<file path="config.mk">
export PLATFORM = sky130hd
export DESIGN_NAME = load_align_flat
export DESIGN_NICKNAME = d
export VERILOG_FILES = /design/src/hw/pipeline_types.sv /design/src/hw/dmem_if.sv /design/src/hw/load_align.sv /design/src/flat_wrapper.sv
export SDC_FILE = /design/constraint.sdc
export NUM_CORES = 1
export LEC_CHECK = 0
export BUFFER_PORTS_ARGS = -buffer_cell sky130_fd_sc_hd__buf_2
export CAP_MARGIN = 0
export CORE_MARGIN = 5
export CORE_UTILIZATION = 41
export CTS_BUF_LIST = sky130_fd_sc_hd__clkbuf_8
export DETAILED_ROUTE_END_ITERATION = 8
export GPL_TIMING_DRIVEN = 1
export PLACE_DENSITY = 0.82
export SLEW_MARGIN = 20
export SYNTH_ARGS = -nofsm -noshare
export SYNTH_HDL_FRONTEND = slang
export SYNTH_SLANG_ARGS = --single-unit
</file>
<file path="constraint.sdc">
create_clock -name clk -period 1.8 [get_ports clk]
set_clock_uncertainty 0.1 [all_clocks]
set_input_delay 0.36 -clock clk [delete_from_list [all_inputs] [get_ports clk]]
set_output_delay 0.36 -clock clk [all_outputs]
set_load 0.02 [all_outputs]
</file>
<file path="src/hw/pipeline_types.sv">
`default_nettype none

package pipeline_types;

    // plain 32-bit data / address word
    typedef logic [31:0] bus32_t;

    // one bit per byte lane, bit 0 is the low byte
    typedef logic [3:0] byte_sel_t;

    // memory operations seen by the stage
    typedef enum logic [2:0] {
        MEM_LB  = 3'd0,
        MEM_LBU = 3'd1,
        MEM_LH  = 3'd2,
        MEM_LHU = 3'd3,
        MEM_LW  = 3'd4,
        MEM_SB  = 3'd5,
        MEM_SH  = 3'd6,
        MEM_SW  = 3'd7
    } mem_op_t;

    // access size carried with a read
    typedef enum logic [1:0] {
        SIZE_BYTE = 2'd0,
        SIZE_HALF = 2'd1,
        SIZE_WORD = 2'd2
    } load_size_t;

    // travels alongside read_en, used one cycle later
    typedef struct packed {
        load_size_t  size;
        logic        sign_ext;
        logic [1:0]  offset;
    } load_tag_t;

    // 1024 words by default
    localparam int WORD_ADDR_W_DEFAULT = 10;

endpackage

`default_nettype wire

</file>
<file path="src/hw/dmem_if.sv">
`timescale 1ns/1ps
`default_nettype none

interface dmem_if #(
    parameter int WORD_ADDR_W = pipeline_types::WORD_ADDR_W_DEFAULT
) ();

    // stage-wide enable, from the top level
    logic ram_en;

    // single-cycle strobes, never both high
    logic read_en;
    logic write_en;

    logic [WORD_ADDR_W-1:0]    word_addr;
    pipeline_types::byte_sel_t select;
    // store data already shifted into its lanes
    pipeline_types::bus32_t    wdata;

    // read side, valid one cycle after read_en
    pipeline_types::bus32_t    rdata;
    logic                      data_valid;

    modport requester (
        output read_en, write_en, word_addr, select, wdata
    );

    modport ram (
        input  ram_en, read_en, write_en, word_addr, select, wdata,
        output rdata, data_valid
    );

    modport consumer (
        input rdata, data_valid
    );

endinterface

`default_nettype wire

</file>
<file path="src/hw/load_align.sv">
`timescale 1ns/1ps
`default_nettype none

module load_align (
    input  wire logic                       clk,
    input  wire logic                       reset_i,
    dmem_if.consumer                        bus_i,
    input  wire pipeline_types::load_tag_t  load_tag_i,
    input  wire logic                       misaligned_i,
    output pipeline_types::bus32_t          load_data_o,
    output logic                            load_valid_o,
    output logic                            misaligned_o
);

    pipeline_types::load_tag_t tag_q;
    logic                      misaligned_q;
    logic [7:0]                byte_val;
    logic [15:0]               half_val;
    pipeline_types::bus32_t    extended;

    // tag lines up with data_valid one cycle later
    always_ff @(posedge clk) begin
        tag_q <= load_tag_i;
    end

    always_ff @(posedge clk) begin
        if (reset_i) begin
            misaligned_q <= 1'b0;
        end else begin
            misaligned_q <= misaligned_i;
        end
    end

    always_comb begin
        // pick the addressed byte
        case (tag_q.offset)
            2'd0:    byte_val = bus_i.rdata[7:0];
            2'd1:    byte_val = bus_i.rdata[15:8];
            2'd2:    byte_val = bus_i.rdata[23:16];
            default: byte_val = bus_i.rdata[31:24];
        endcase
        // halfword sits in the upper or lower half
        half_val = tag_q.offset[1] ? bus_i.rdata[31:16] : bus_i.rdata[15:0];
        case (tag_q.size)
            pipeline_types::SIZE_BYTE:
                extended = {{24{tag_q.sign_ext & byte_val[7]}}, byte_val};
            pipeline_types::SIZE_HALF:
                extended = {{16{tag_q.sign_ext & half_val[15]}}, half_val};
            default:
                extended = bus_i.rdata;
        endcase
    end

    // zero when nothing came back
    assign load_data_o  = bus_i.data_valid ? extended : '0;
    assign load_valid_o = bus_i.data_valid;
    assign misaligned_o = misaligned_q;

endmodule

`default_nettype wire

</file>
<file path="src/flat_wrapper.sv">
// flat-port wrapper written by rule: the top's interface ports become plain ports
module load_align_flat 
  (clk, reset_i, load_tag_i, misaligned_i, load_data_o, load_valid_o, misaligned_o, bus_i_rdata, bus_i_data_valid);
  dmem_if bus_i_i ();
  input  wire logic clk;
  input  wire logic reset_i;
  input  wire pipeline_types::load_tag_t load_tag_i;
  input  wire logic misaligned_i;
  output pipeline_types::bus32_t load_data_o;
  output logic load_valid_o;
  output logic misaligned_o;
  input wire logic [$bits(bus_i_i.rdata)-1:0] bus_i_rdata;
  input wire logic [$bits(bus_i_i.data_valid)-1:0] bus_i_data_valid;
  assign bus_i_i.rdata = bus_i_rdata;
  assign bus_i_i.data_valid = bus_i_data_valid;
  load_align u_core (.clk(clk), .reset_i(reset_i), .bus_i(bus_i_i), .load_tag_i(load_tag_i), .misaligned_i(misaligned_i), .load_data_o(load_data_o), .load_valid_o(load_valid_o), .misaligned_o(misaligned_o));
endmodule
</file>
### Yosys cells after proc, flatten, opt, wreduce, memory -nomap -nowiden

Index checks and enable logic that the tools add are counted.

| word-level totals | value |
|---|---|
| logic and storage cells | 15 |
| input port bits | 41 |
| register bits after elaboration | 6 |
| output and inout bits | 34 |

| cells by class | value |
|---|---|
| muxes and demuxes | 4 |
| bitwise gates (word level) | 2 |
| reduce and logical (&&, ||, !) cells | 2 |
| equal/unequal tests | 3 |

Operators by type and width:

| cell | count |
|---|---|
| one-hot mux 32 bit (2 select lines) | 1 |
| two-way mux 32 bit | 1 |
| one-hot mux 8 bit (3 select lines) | 1 |
| two-way mux 16 bit | 1 |
| == test 2 x 1 -> 1 bit (second input constant) | 2 |
| logical NOT 2 bit | 2 |
| bitwise AND 1 bit | 2 |
| == test 2 bit (second input constant) | 1 |

### Longest topological paths before layout

| depth | value |
|---|---|
| depth in word-level cells | 5 |
| depth in mapped cells | 5 |
| depth with buffers taken out | 3 |

### Worst setup path before layout

OpenSTA, ideal clock, no wires.

| path | value |
|---|---|
| path kind | reg2out |
| start | register u_core.tag_q[1] (netlist name) |
| end | output load_data_o[23] |
| path slack | -0.161 ns |
| arrival time | 1.501 ns |
| required time | 1.340 ns |
| buffers on the path | 1 |
| cell stages (with the launch flop) | 5 |
| path through | dfxtp_1 > buf_6 > mux4_2 > nand3_4 > a221oi_1 |

| between the ends | value |
|---|---|
| cells in the longest elaborated chain, start to end | 5 |
| elaborated cells between the ends (all ways) | 9 |
| those cells by class | eq/ne (2); mux (4); bitwise (2); reduce/logical (1) |

RTL lines:

| item | line | RTL |
|---|---|---|
| start: declaration | load_align.sv:15 | `pipeline_types::load_tag_t tag_q;` |
| start signal: assignment | load_align.sv:23 | `tag_q <= load_tag_i;` |
| == test 2 bit (tied with other cells) | load_align.sv:36 | `case (tag_q.offset)` |
| one-hot mux 8 bit (3 select lines) | load_align.sv:36 |  |
| bitwise AND 1 bit | load_align.sv:46 | `extended = {{24{tag_q.sign_ext & byte_val[7]}}, byte_val};` |
| one-hot mux 32 bit (2 select lines) (*) | load_align.sv:44 | `case (tag_q.size)` |
| two-way mux 32 bit (*) | load_align.sv:55 | `assign load_data_o = bus_i.data_valid ? extended : '0;` |
| end: declaration | flat_wrapper.sv:9 | `output pipeline_types::bus32_t load_data_o;` |

Mark *: on every way between the ends. The rest lies on a longest branch, timed or not.

### Worst setup path in the final report

| path | value |
|---|---|
| start | register u_core.tag_q[1] (netlist name) |
| end | output load_data_o[25] |

The elaborated chain is that of the path after synthesis.

==> results by group <==
Critical path
  – CP Class: reg -> out
  – Critical path launch point: u_core.tag_q[1]$_DFF_P_
  – Worst path arrival time: roughly 1.8 ns
  – Worst Setup End Kind: primary output
  – Crit-path cells: mux4_2 > nand3_2 > a21oi_1 > buf_2
  – Crit start category: flop
  – Worst path slowest cell: mux4_2
  – CP max FO: 6
  – CP required: 1.34 ns
  – Max stage delay on crit path: ~0.5 ns

Power and ir drop
  – Power, Total: 832 uW
  – Power per standard cell area: 478 mW/mm2
  – P_leak: around 0.85 nW
  – Max VDD drop: roughly 0.85 mV

Routing
  – Drt total wl: 4.89 mm
  – Residual DRC: 0
  – Vias per cell: ~6.4
  – DR WL/cell: around 20 um
  – DRT antenna net count: 0
  – Iteration-0 DRC Markers: 140
  – 1st-pass router iterations: 5
  – Via Count: approximately 1500

STA
  – Setup TNS: -10.25 ns
  – Worst-margin pin slew: approximately 0.46 ns
  – Final Worst Setup Slack: -0.415 ns
  – Slew Limit Fails: 0
  – RSZ-0062 raised after global routing: yes
  – Final Hold Viols: 0
  – Slew HR: around 69%
  – Final setup fails: 32
  – Fmax: roughly 450 MHz
  – Fin crit share: 123%
  – Min cycle time layout: 2.21 ns

Job
  – Number of max-cap violations: 0

Clock tree
  – CTS root buf: clkbuf_8
  – Max clock buf depth: 2
  – Total CTS buffers: 3
  – CTS H-tree depth: 1
  – Clk slew on worst S/H paths: about 0.04 ns
  – CTS tree: built
  – Clock Sinks: 6

Synthesis
  – Syn Nets: between 150 and 200
  – Synth Cell Area: approximately 1000 um2
  – Post-synth EDFFs: 0
  – Syn. warnings: 0
  – Post-synthesis average cell area: 7.67 um2
  – Cell count after synthesis: 130
  – Synthesized flop and latch total: 6
  – Most used DFF post-synth: dfxtp_1
  – Seq/Total Area, Yosys: ~12%
  – Post-synth cell types: 27
  – Asr flop ratio synth: 0%

Cells and area
  – Final-layout fill cell count: 141
  – FF+latch area: about 130 um2
  – Synth-to-Final Area Change: 74.4%
  – Antenna Cells: 0
  – Post-route design area: about 0.0017 mm2
  – Area of the multi-input gates: roughly 900 um2
  – Most frequent cells in the layout: buf_2 (63), buf_4 (23), a31oi_1 (16)
  – Layout cells sized above 1: about 62%
  – Most common cell after layout, fill and taps aside: buf_2
  – Final net count: between 200 and 300

Placed design
  – Port bufs: 74
  – Hpwl dp: 2.92 mm
  – Placed instance area: 0.00150 mm2
  – RD Place Congestion: between 0.9 and 1

Hold path
  – Hold Path Stages: 1
  – WHS Endpoint: u_core.tag_q[2]$_DFF_P_
  – Hold crit path type: in -> reg
  – Worst hold start: load_tag_i[2]

Global routing
  – GRT Total Usage: approximately a quarter
  – Largest net degree at the start of global routing: 26
  – Antenna violations before repair: 0
  – Vias in the first global route: roughly 1400
  – First-pass GRT wire length: about 6.5 mm
  – GR Overflow Total: 0

Status
  – Violated checks: setup timing
  – Status: complete, but fails checks

Floorplanning
  – Ports: 75
  – DIE HEIGHT: 59.3 um
  – Full die area: approximately 0.0035 mm2
  – Starting Density: between 40% and 50%
  – Core area: around 0.0023 mm2
  – Die X-Extent: roughly 60 um
  – Std cell rows: 17
-- timing repair --
action | in CTS | in global routing
hold buffers | 0 | 0
resized for setup | 10 | 33
cloned | 2 | 2
setup endpoints to repair | 32 | 32
hold endpoints to repair | 0 | 0
buffers inserted | 0 | 0
pin swaps | 1 | 1
-- cell families after synthesis --
| logic type | share of synthesized area (%) |
|---|---|
| and+or+nand+nor | 18.9 |
| AOI/OAI and AO/OA | 39.7 |
| buffers and inverters | 11.5 |
| muxes | 17.8 |
| DFF | 12.0 |
-- power by group --
group          switching [mW]  total, mW  internal (mW)  leakage [nW]
Combinational           0.265      0.473          0.208         0.777
Sequential             0.0123      0.153          0.141        0.0509
Clock                  0.0618      0.206          0.144        0.0216
Total                   0.339      0.832          0.492         0.850
-- Yosys cell counts (all sizes together), types with 3 or more instances --
| master | count | area (um2) |
|---|---|---|
| a21oi | 16 | 83.8 |
| buf | 10 | 77.6 |
| mux2i | 14 | 140 |
| nor2b | 9 | 56.3 |
| and3b | 8 | 70.1 |
| o21ai | 16 | 80.1 |
| dfxtp | 6 | 120 |
| a31oi | 16 | 100 |
| nand2 | 8 | 30.0 |
| o221a | 7 | 78.8 |
| clkbuf | 6 | 22.5 |
| inv | 3 | 11.3 |
-- metrics by stage --
stage / hold slack (ns) / setup WS [ns] / util (%) / std cells
detailed placement: 0.364 / -0.257 / 65.8 / 235
global route: 0.133 / -0.473 / 76.4 / 242
finish: 0.136 / -0.415 / 76.4 / 242
floorplan: 0.288 / -0.0565 / - / 130
global placement: 0.362 / -0.209 / 65.8 / 235
CTS: 0.134 / -0.307 / 70.8 / 240
-- registers in the layout, summed over array words and instances (netlist names) --
register / cells
u_core.misaligned_o: 1
u_core.tag_q: 5
-- worst max-delay path: cells and delay by family, from the launching register on --
kind	cells	cell delay, ns
and+or+nand+nor	1	0.22
AOI/OAI and AO/OA	1	0.25
DFF	1	0.35
buffers and inverters	1	0.21
muxes	1	0.49
-- layer usage --
layer | part of all wire, % | track usage, % | up-vias
li1 | - | - | 671
met1 | 37 | 30.1 | 728
met2 | 48 | 41.5 | 118
met3 | 11 | 5.01 | 26
met4 | 4.1 | 3.56 | 0
met5 | 0 | 0 | -
-- cell type report --
cell class / instances / share of cell area, %
Clock buffer: 3 / 2.37
Inverter: 4 / 1.08
Multi-Input combinational cell: 107 / 51.8
Sequential cell: 6 / 7.19
Tap cell: 28 / 2.01
Timing Repair Buffer: 94 / 35.5
-- worst max path at each step --
stage	to	slack [ns]	depth (start not counted)
finish	load_data_o[25]	-0.41	4
global route	load_data_o[12]	-0.47	6
CTS	load_data_o[23]	-0.31	6
detailed placement	load_data_o[11]	-0.26	5
global placement	load_data_o[12]	-0.21	5
floorplan	load_data_o[11]	-0.06	5
No activity file was read; power rests on OpenSTA's default activity.
