<file path="config.mk">
export PLATFORM = sky130hd
export DESIGN_NAME = mem_request_flat
export DESIGN_NICKNAME = d
export VERILOG_FILES = /design/src/hw/pipeline_types.sv /design/src/hw/dmem_if.sv /design/src/hw/mem_request.sv /design/src/flat_wrapper.sv
export SDC_FILE = /design/constraint.sdc
export NUM_CORES = 1
export LEC_CHECK = 0
export BUFFER_PORTS_ARGS = -buffer_cell sky130_fd_sc_hd__buf_2
export CAP_MARGIN = 5
export CORE_UTILIZATION = 36
export DETAILED_ROUTE_END_ITERATION = 7
export PLACE_DENSITY = 0.9
export SLEW_MARGIN = 20
export SYNTH_ARGS = -nofsm -noshare
export SYNTH_HDL_FRONTEND = slang
export SYNTH_SLANG_ARGS = --single-unit
</file>
<file path="constraint.sdc">
create_clock -name vclk -period 1.97
set_input_delay 0.0985 -clock vclk [all_inputs]
set_output_delay 0.0985 -clock vclk [all_outputs]
set_load 0.02 [all_outputs]
</file>
<file path="src/hw/pipeline_types.sv">
`default_nettype none

package pipeline_types;

    // plain 32-bit data / address word
    typedef logic [31:0] bus32_t;

    // one bit per byte lane, bit 0 is the low byte
    typedef logic [3:0] byte_sel_t;

    // memory operations seen by the stage
    typedef enum logic [2:0] {
        MEM_LB  = 3'd0,
        MEM_LBU = 3'd1,
        MEM_LH  = 3'd2,
        MEM_LHU = 3'd3,
        MEM_LW  = 3'd4,
        MEM_SB  = 3'd5,
        MEM_SH  = 3'd6,
        MEM_SW  = 3'd7
    } mem_op_t;

    // access size carried with a read
    typedef enum logic [1:0] {
        SIZE_BYTE = 2'd0,
        SIZE_HALF = 2'd1,
        SIZE_WORD = 2'd2
    } load_size_t;

    // travels alongside read_en, used one cycle later
    typedef struct packed {
        load_size_t  size;
        logic        sign_ext;
        logic [1:0]  offset;
    } load_tag_t;

    // 1024 words by default
    localparam int WORD_ADDR_W_DEFAULT = 10;

endpackage

`default_nettype wire

</file>
<file path="src/hw/dmem_if.sv">
`timescale 1ns/1ps
`default_nettype none

interface dmem_if #(
    parameter int WORD_ADDR_W = pipeline_types::WORD_ADDR_W_DEFAULT
) ();

    // stage-wide enable, from the top level
    logic ram_en;

    // single-cycle strobes, never both high
    logic read_en;
    logic write_en;

    logic [WORD_ADDR_W-1:0]    word_addr;
    pipeline_types::byte_sel_t select;
    // store data already shifted into its lanes
    pipeline_types::bus32_t    wdata;

    // read side, valid one cycle after read_en
    pipeline_types::bus32_t    rdata;
    logic                      data_valid;

    modport requester (
        output read_en, write_en, word_addr, select, wdata
    );

    modport ram (
        input  ram_en, read_en, write_en, word_addr, select, wdata,
        output rdata, data_valid
    );

    modport consumer (
        input rdata, data_valid
    );

endinterface

`default_nettype wire

</file>
<file path="src/hw/mem_request.sv">
`timescale 1ns/1ps
`default_nettype none

module mem_request (
    input  wire logic                     valid_i,
    input  wire pipeline_types::mem_op_t  op_i,
    input  wire pipeline_types::bus32_t   addr_i,
    input  wire pipeline_types::bus32_t   wdata_i,
    dmem_if.requester                     bus_o,
    output pipeline_types::load_tag_t     load_tag_o,
    output logic                          misaligned_o
);

    // word address width follows the interface
    localparam int ADDR_W = $bits(bus_o.word_addr);

    logic                      is_load;
    logic                      is_store;
    logic                      bad_align;
    pipeline_types::byte_sel_t sel;
    pipeline_types::bus32_t    lane_data;

    always_comb begin
        is_load            = 1'b0;
        is_store           = 1'b0;
        bad_align          = 1'b0;
        sel                = 4'b0000;
        lane_data          = wdata_i;
        load_tag_o.size    = pipeline_types::SIZE_WORD;
        load_tag_o.sign_ext = 1'b0;
        load_tag_o.offset  = addr_i[1:0];
        case (op_i)
            pipeline_types::MEM_LB, pipeline_types::MEM_LBU: begin
                is_load             = 1'b1;
                sel                 = 4'b0001 << addr_i[1:0];
                load_tag_o.size     = pipeline_types::SIZE_BYTE;
                load_tag_o.sign_ext = (op_i == pipeline_types::MEM_LB);
            end
            pipeline_types::MEM_LH, pipeline_types::MEM_LHU: begin
                is_load             = 1'b1;
                // halfword needs an even address
                bad_align           = addr_i[0];
                sel                 = addr_i[1] ? 4'b1100 : 4'b0011;
                load_tag_o.size     = pipeline_types::SIZE_HALF;
                load_tag_o.sign_ext = (op_i == pipeline_types::MEM_LH);
            end
            pipeline_types::MEM_LW: begin
                is_load   = 1'b1;
                bad_align = (addr_i[1:0] != 2'b00);
                sel       = 4'b1111;
            end
            pipeline_types::MEM_SB: begin
                is_store  = 1'b1;
                sel       = 4'b0001 << addr_i[1:0];
                // same byte in every lane, select picks one
                lane_data = {4{wdata_i[7:0]}};
            end
            pipeline_types::MEM_SH: begin
                is_store  = 1'b1;
                bad_align = addr_i[0];
                sel       = addr_i[1] ? 4'b1100 : 4'b0011;
                lane_data = {2{wdata_i[15:0]}};
            end
            pipeline_types::MEM_SW: begin
                is_store  = 1'b1;
                bad_align = (addr_i[1:0] != 2'b00);
                sel       = 4'b1111;
            end
            default: begin
                sel = 4'b0000;
            end
        endcase
    end

    // strobes only for valid, aligned requests
    assign bus_o.read_en   = valid_i & is_load & ~bad_align;
    assign bus_o.write_en  = valid_i & is_store & ~bad_align;
    assign bus_o.select    = sel;
    assign bus_o.wdata     = lane_data;
    // drop the byte offset
    assign bus_o.word_addr = addr_i[ADDR_W+1:2];

    assign misaligned_o = valid_i & bad_align;

endmodule

`default_nettype wire

</file>
<file path="src/flat_wrapper.sv">
// flat-port wrapper written by rule: the top's interface ports become plain ports
module mem_request_flat 
  (valid_i, op_i, addr_i, wdata_i, load_tag_o, misaligned_o, bus_o_read_en, bus_o_write_en, bus_o_word_addr, bus_o_select, bus_o_wdata);
  dmem_if bus_o_i ();
  input  wire logic valid_i;
  input  wire pipeline_types::mem_op_t op_i;
  input  wire pipeline_types::bus32_t addr_i;
  input  wire pipeline_types::bus32_t wdata_i;
  output pipeline_types::load_tag_t load_tag_o;
  output logic misaligned_o;
  output wire logic [$bits(bus_o_i.read_en)-1:0] bus_o_read_en;
  output wire logic [$bits(bus_o_i.write_en)-1:0] bus_o_write_en;
  output wire logic [$bits(bus_o_i.word_addr)-1:0] bus_o_word_addr;
  output wire logic [$bits(bus_o_i.select)-1:0] bus_o_select;
  output wire logic [$bits(bus_o_i.wdata)-1:0] bus_o_wdata;
  assign bus_o_read_en = bus_o_i.read_en;
  assign bus_o_write_en = bus_o_i.write_en;
  assign bus_o_word_addr = bus_o_i.word_addr;
  assign bus_o_select = bus_o_i.select;
  assign bus_o_wdata = bus_o_i.wdata;
  mem_request u_core (.valid_i(valid_i), .op_i(op_i), .addr_i(addr_i), .wdata_i(wdata_i), .bus_o(bus_o_i), .load_tag_o(load_tag_o), .misaligned_o(misaligned_o));
endmodule
</file>
======== Yosys cells after proc, flatten, opt, wreduce, memory -nomap -nowiden ========
Index checks and enable logic that the tools add are counted.
operators by class
  equality and inequality tests ........... 7
  shifts and indexed selects .............. 1
  mux-type cells .......................... 7
  bitwise gates (word level) .............. 6
  reduce and logical (&&, ||, !) cells .... 9
operators with widths
  operator                                                                count
  32-bit one-hot mux with 2 select lines                                  1
  3-bit equality test (second input constant)                             4
  4-bit one-hot mux with 3 select lines                                   1
  3-bit OR reduction                                                      3
  3-bit by 2-bit equality test with 1-bit output (second input constant)  2
  3-bit one-hot mux with 2 select lines                                   1
  2-bit OR reduction                                                      3
  1-bit bitwise AND                                                       5
  5-bit OR reduction                                                      1
  4-bit 2-to-1 mux                                                        1
  1-bit by 2-bit left shift with 4-bit output (first input constant)      1
  3-bit by 1-bit equality test with 1-bit output (second input constant)  1
  3-bit zero test                                                         1
  1-bit 2-to-1 mux                                                        2
  1-bit one-hot mux with 2 select lines                                   1
  2-bit nonzero test                                                      1
  1-bit NOT                                                               1
storage, ports and cells
  flip-flop bits (word level) ............. 0
  input port bits ......................... 68
  output and inout port bits .............. 54

======== Logic depth before layout (Yosys ltp) ========
  depth after elaboration ................. 5
  mapped depth ............................ 5
  depth with buffers taken out ............ 3

======== Worst setup path before layout ========
OpenSTA, ideal clock, no wires.
  kind .................................... in2out
  start ................................... input op_i[0]
  end ..................................... output bus_o_wdata[24]
  arrival ................................. 1073 ps
  required time ........................... 1871 ps
  slack ................................... 799 ps
  stages on the path ...................... 4
  buffers on the path ..................... 1
  cell sequence ........................... or2b_1 > clkbuf_1 > o32ai_1 > nor3_1
between the ends
  word-level cells in the longest chain between the ends .. 2
  elaborated cells on any way between the ends .. 3
  those cells by class .................... 2 x eq/ne; 1 x mux
ends and longest elaborated chain
  item                                        line                text
  from (decl)                                 flat_wrapper.sv:6   input wire pipeline_types::mem_op_t op_i;
  3-bit equality test                         mem_request.sv:32   case (op_i)
  32-bit one-hot mux with 2 select lines (*)  mem_request.sv:32
  to (decl)                                   flat_wrapper.sv:15  output wire logic [$bits(bus_o_i.wdata)-1:0] bus_o_wdata;
Mark *: on every way between the ends. The rest lies on a longest branch, timed or not.

======== Worst setup path after layout ========
  start ................................... input op_i[1]
  end ..................................... output bus_o_wdata[31]
The elaborated chain is that of the path after synthesis.

==> flow_metrics.py <==
metrics = {
    "status": {
        "status": "finished, final reports clean",
    },
    "layout": {
        "fillers": 280,
        "post_route_cells_drive_above_1_share": 0.622,
        "area_delta_synth_final_pct": 27.1,
        "fin_area_sq_um": 1180,
        "ff_latch_area_sq_um": 0,
        "seq_cell_count": 0,
        "post-route-util": 0.481,
        "final_common_cell": "buf_2",
        "instances_no_fill": 210,
        "diodes": 0,
        "layout.nets": 250,
        "clock_buffers": 0,
        "multi_input_area_sq_um": 702,
        "mostFrequentLayoutCells": "82 x buf_2, 12 x a21oi_1, 11 x nor2_1",
    },
    "setup_path": {
        "required_ns": 1.87,
        "path_cells": "buf_2, or2b_1, o32ai_1, nor3_1, buf_2",
        "cpMaxStageDelayCell": "buf_2",
        "critical_path.endpoint": "bus_o_wdata[31]",
        "cpMostUsedCell": "buf_2",
        "worstSetupStartpointType": "primary input",
        "critPathMaxStageDelay_ns": 0.42,
        "startpoint": "op_i[1]",
        "path_depth": 5,
        "path_class": "in2out",
        "end_kind": "output port",
        "critPathBufInv": 2,
        "arrival_ns": 1.42,
        "crit_path_max_fanout": 30,
        "cp_top_family": "buffers and inverters",
    },
    "timing": {
        "setup_ws_ns": 0.451,
        "fin_hold_ws_ns": 0.197,
        "period_share": 0.771,
        "fin_crit_ns": 1.52,
        "relSlewSlack": 0.654,
        "setup_viol": 0,
        "tns_ns": 0,
        "rsz0062_at_grt": "false",
        "worst_slew_pin_slew_ns": 0.519,
        "hold_violations": 0,
        "fmax_ghz": 0.658,
        "slew_violations": 0,
    },
    "grt": {
        "use_met1": 0.201,
        "antenna_found_initial": 0,
        "gr-total-overflow": 0,
        "grt_pass1_wl_mm": 3.55,
        "grt_max_degree": 31,
        "grt_util_all_layers": 0.160,
        "grt.busiest_layer": "met2",
        "met3_usage": 0.0145,
        "grtUsageMet2": 0.304,
        "grt_pass1_vias": 822,
    },
    "power_and_ir_drop": {
        "ir_drop_v": 0.000167,
        "p_leak_nw": 0.615,
        "power_density_nw_per_um2": 306,
        "power_mw": 0.361,
    },
    "placed_design": {
        "placed_cells": 210,
        "gp_congestion": 0.769,
        "placed_area_sq_um": 1180,
        "port_buffers": 82,
        "hpwl_mm": 2.01,
        "pre_cts_slack_ns": 0.449,
    },
    "synth": {
        "yosysTopAreaCell": "buf_4",
        "ys.warnings.count": 0,
        "synth_cell_types": 31,
        "synth_area_sq_um": 928,
        "synth_nets": 195,
        "ys_seq_area_frac": 0,
        "synthTopCellsByArea": "buf_4 18%, mux2_4 13%, mux2_2 9.7%, o32ai_1 7.5%, a21oi_1 6.5%",
        "synthCells": 127,
        "syn_area_per_cell_sq_um": 7.31,
        "synth_top_area_share": 0.178,
    },
    "floorplanning": {
        "io_pins": 122,
        "chipWidth_um": 52.8,
        "coreArea_sq_um": 2450,
        "start_util": 0.378,
        "die_h_um": 52.8,
        "rows": 18,
        "dieArea_sq_um": 2790,
    },
    "detailed_routing": {
        "via_per_inst": 5.26,
        "drt-initial-drc-count": 16,
        "drcViolationCount": 0,
        "first_pass_iters": 5,
        "ant_nets": 0,
        "routed-via-count": 1105,
        "wl_per_cell_um": 12.4,
        "routed_wl_mm": 2.60,
    },
    "worst_hold_path": {
        "min-delay-path-class": "in2out",
    },
    "run": {
        "drv_cap": 0,
    },
    "cts": {
        "postCtsSetupBuffers": 0,
        "cts_resized": 0,
        "cts_hold_buf": 0,
    },
}
==> layer usage <==
| layer | part of all wire | wire length [um] | up-vias |
|---|---|---|---|
| met1 | 0.41 | 1080 | 509 |
| met3 | 0.085 | 222 | 0 |
| met5 | 0 | 0 | - |
| met4 | 0 | 0 | 0 |
| met2 | 0.50 | 1300 | 55 |
| li1 | - | - | 541 |
==> where the power goes <==
part	total [mW]	internal (mW)	switching [mW]
Clock	0	0	0
Combinational	0.361	0.150	0.211
Sequential	0	0	0
==> worst min path at each step <==
stage,start,endpoint,slack (ns),cells after the start
floorplan,wdata_i[0],bus_o_wdata[0],0.31,1
global placement,addr_i[7],bus_o_word_addr[5],0.20,0
detailed placement,addr_i[7],bus_o_word_addr[5],0.20,0
CTS,addr_i[7],bus_o_word_addr[5],0.20,0
global route,addr_i[10],bus_o_word_addr[8],0.20,0
finish,addr_i[3],bus_o_word_addr[1],0.20,0
==> logic make-up (layout without fill, tap and decap cells) <==
| family | after synthesis | in the layout | synth area share |
|---|---|---|---|
| and+or+nand+nor | 46 | 46 | 0.295 |
| xor gates and xnor gates | 1 | 1 | 0.0297 |
| muxes | 16 | 16 | 0.226 |
| AOI/OAI and AO/OA | 29 | 29 | 0.205 |
| buffers and inverters | 35 | 88 | 0.244 |
==> area by class of cell <==
class	instances	share of cell area
inverter	4	0.0127
multi-input combinational	92	0.595
tap	30	0.0318
timing repair buffer	84	0.361
==> cell usage after synthesis <==
cell	n
a21oi_1	12
buf_6	1
nand3b_1	8
mux2_4	8
nor3b_1	1
a31oi_1	1
nand2b_1	1
buf_4	22
a211oi_1	1
o21ai_0	4
nor2_1	11
nand4_1	1
or2b_1	1
clkbuf_1	4
clkbuf_2	1
nand2_4	1
mux2_2	8
a21o_1	1
inv_1	3
clkinv_1	1
a21bo_2	1
nand2_1	3
nor2b_1	1
o32ai_1	8
nor3_1	8
or2_2	8
nand3b_4	1
buf_2	3
a211o_1	1
nor4_1	1
xor2_4	1
Power figures use the tool's default switching activity.
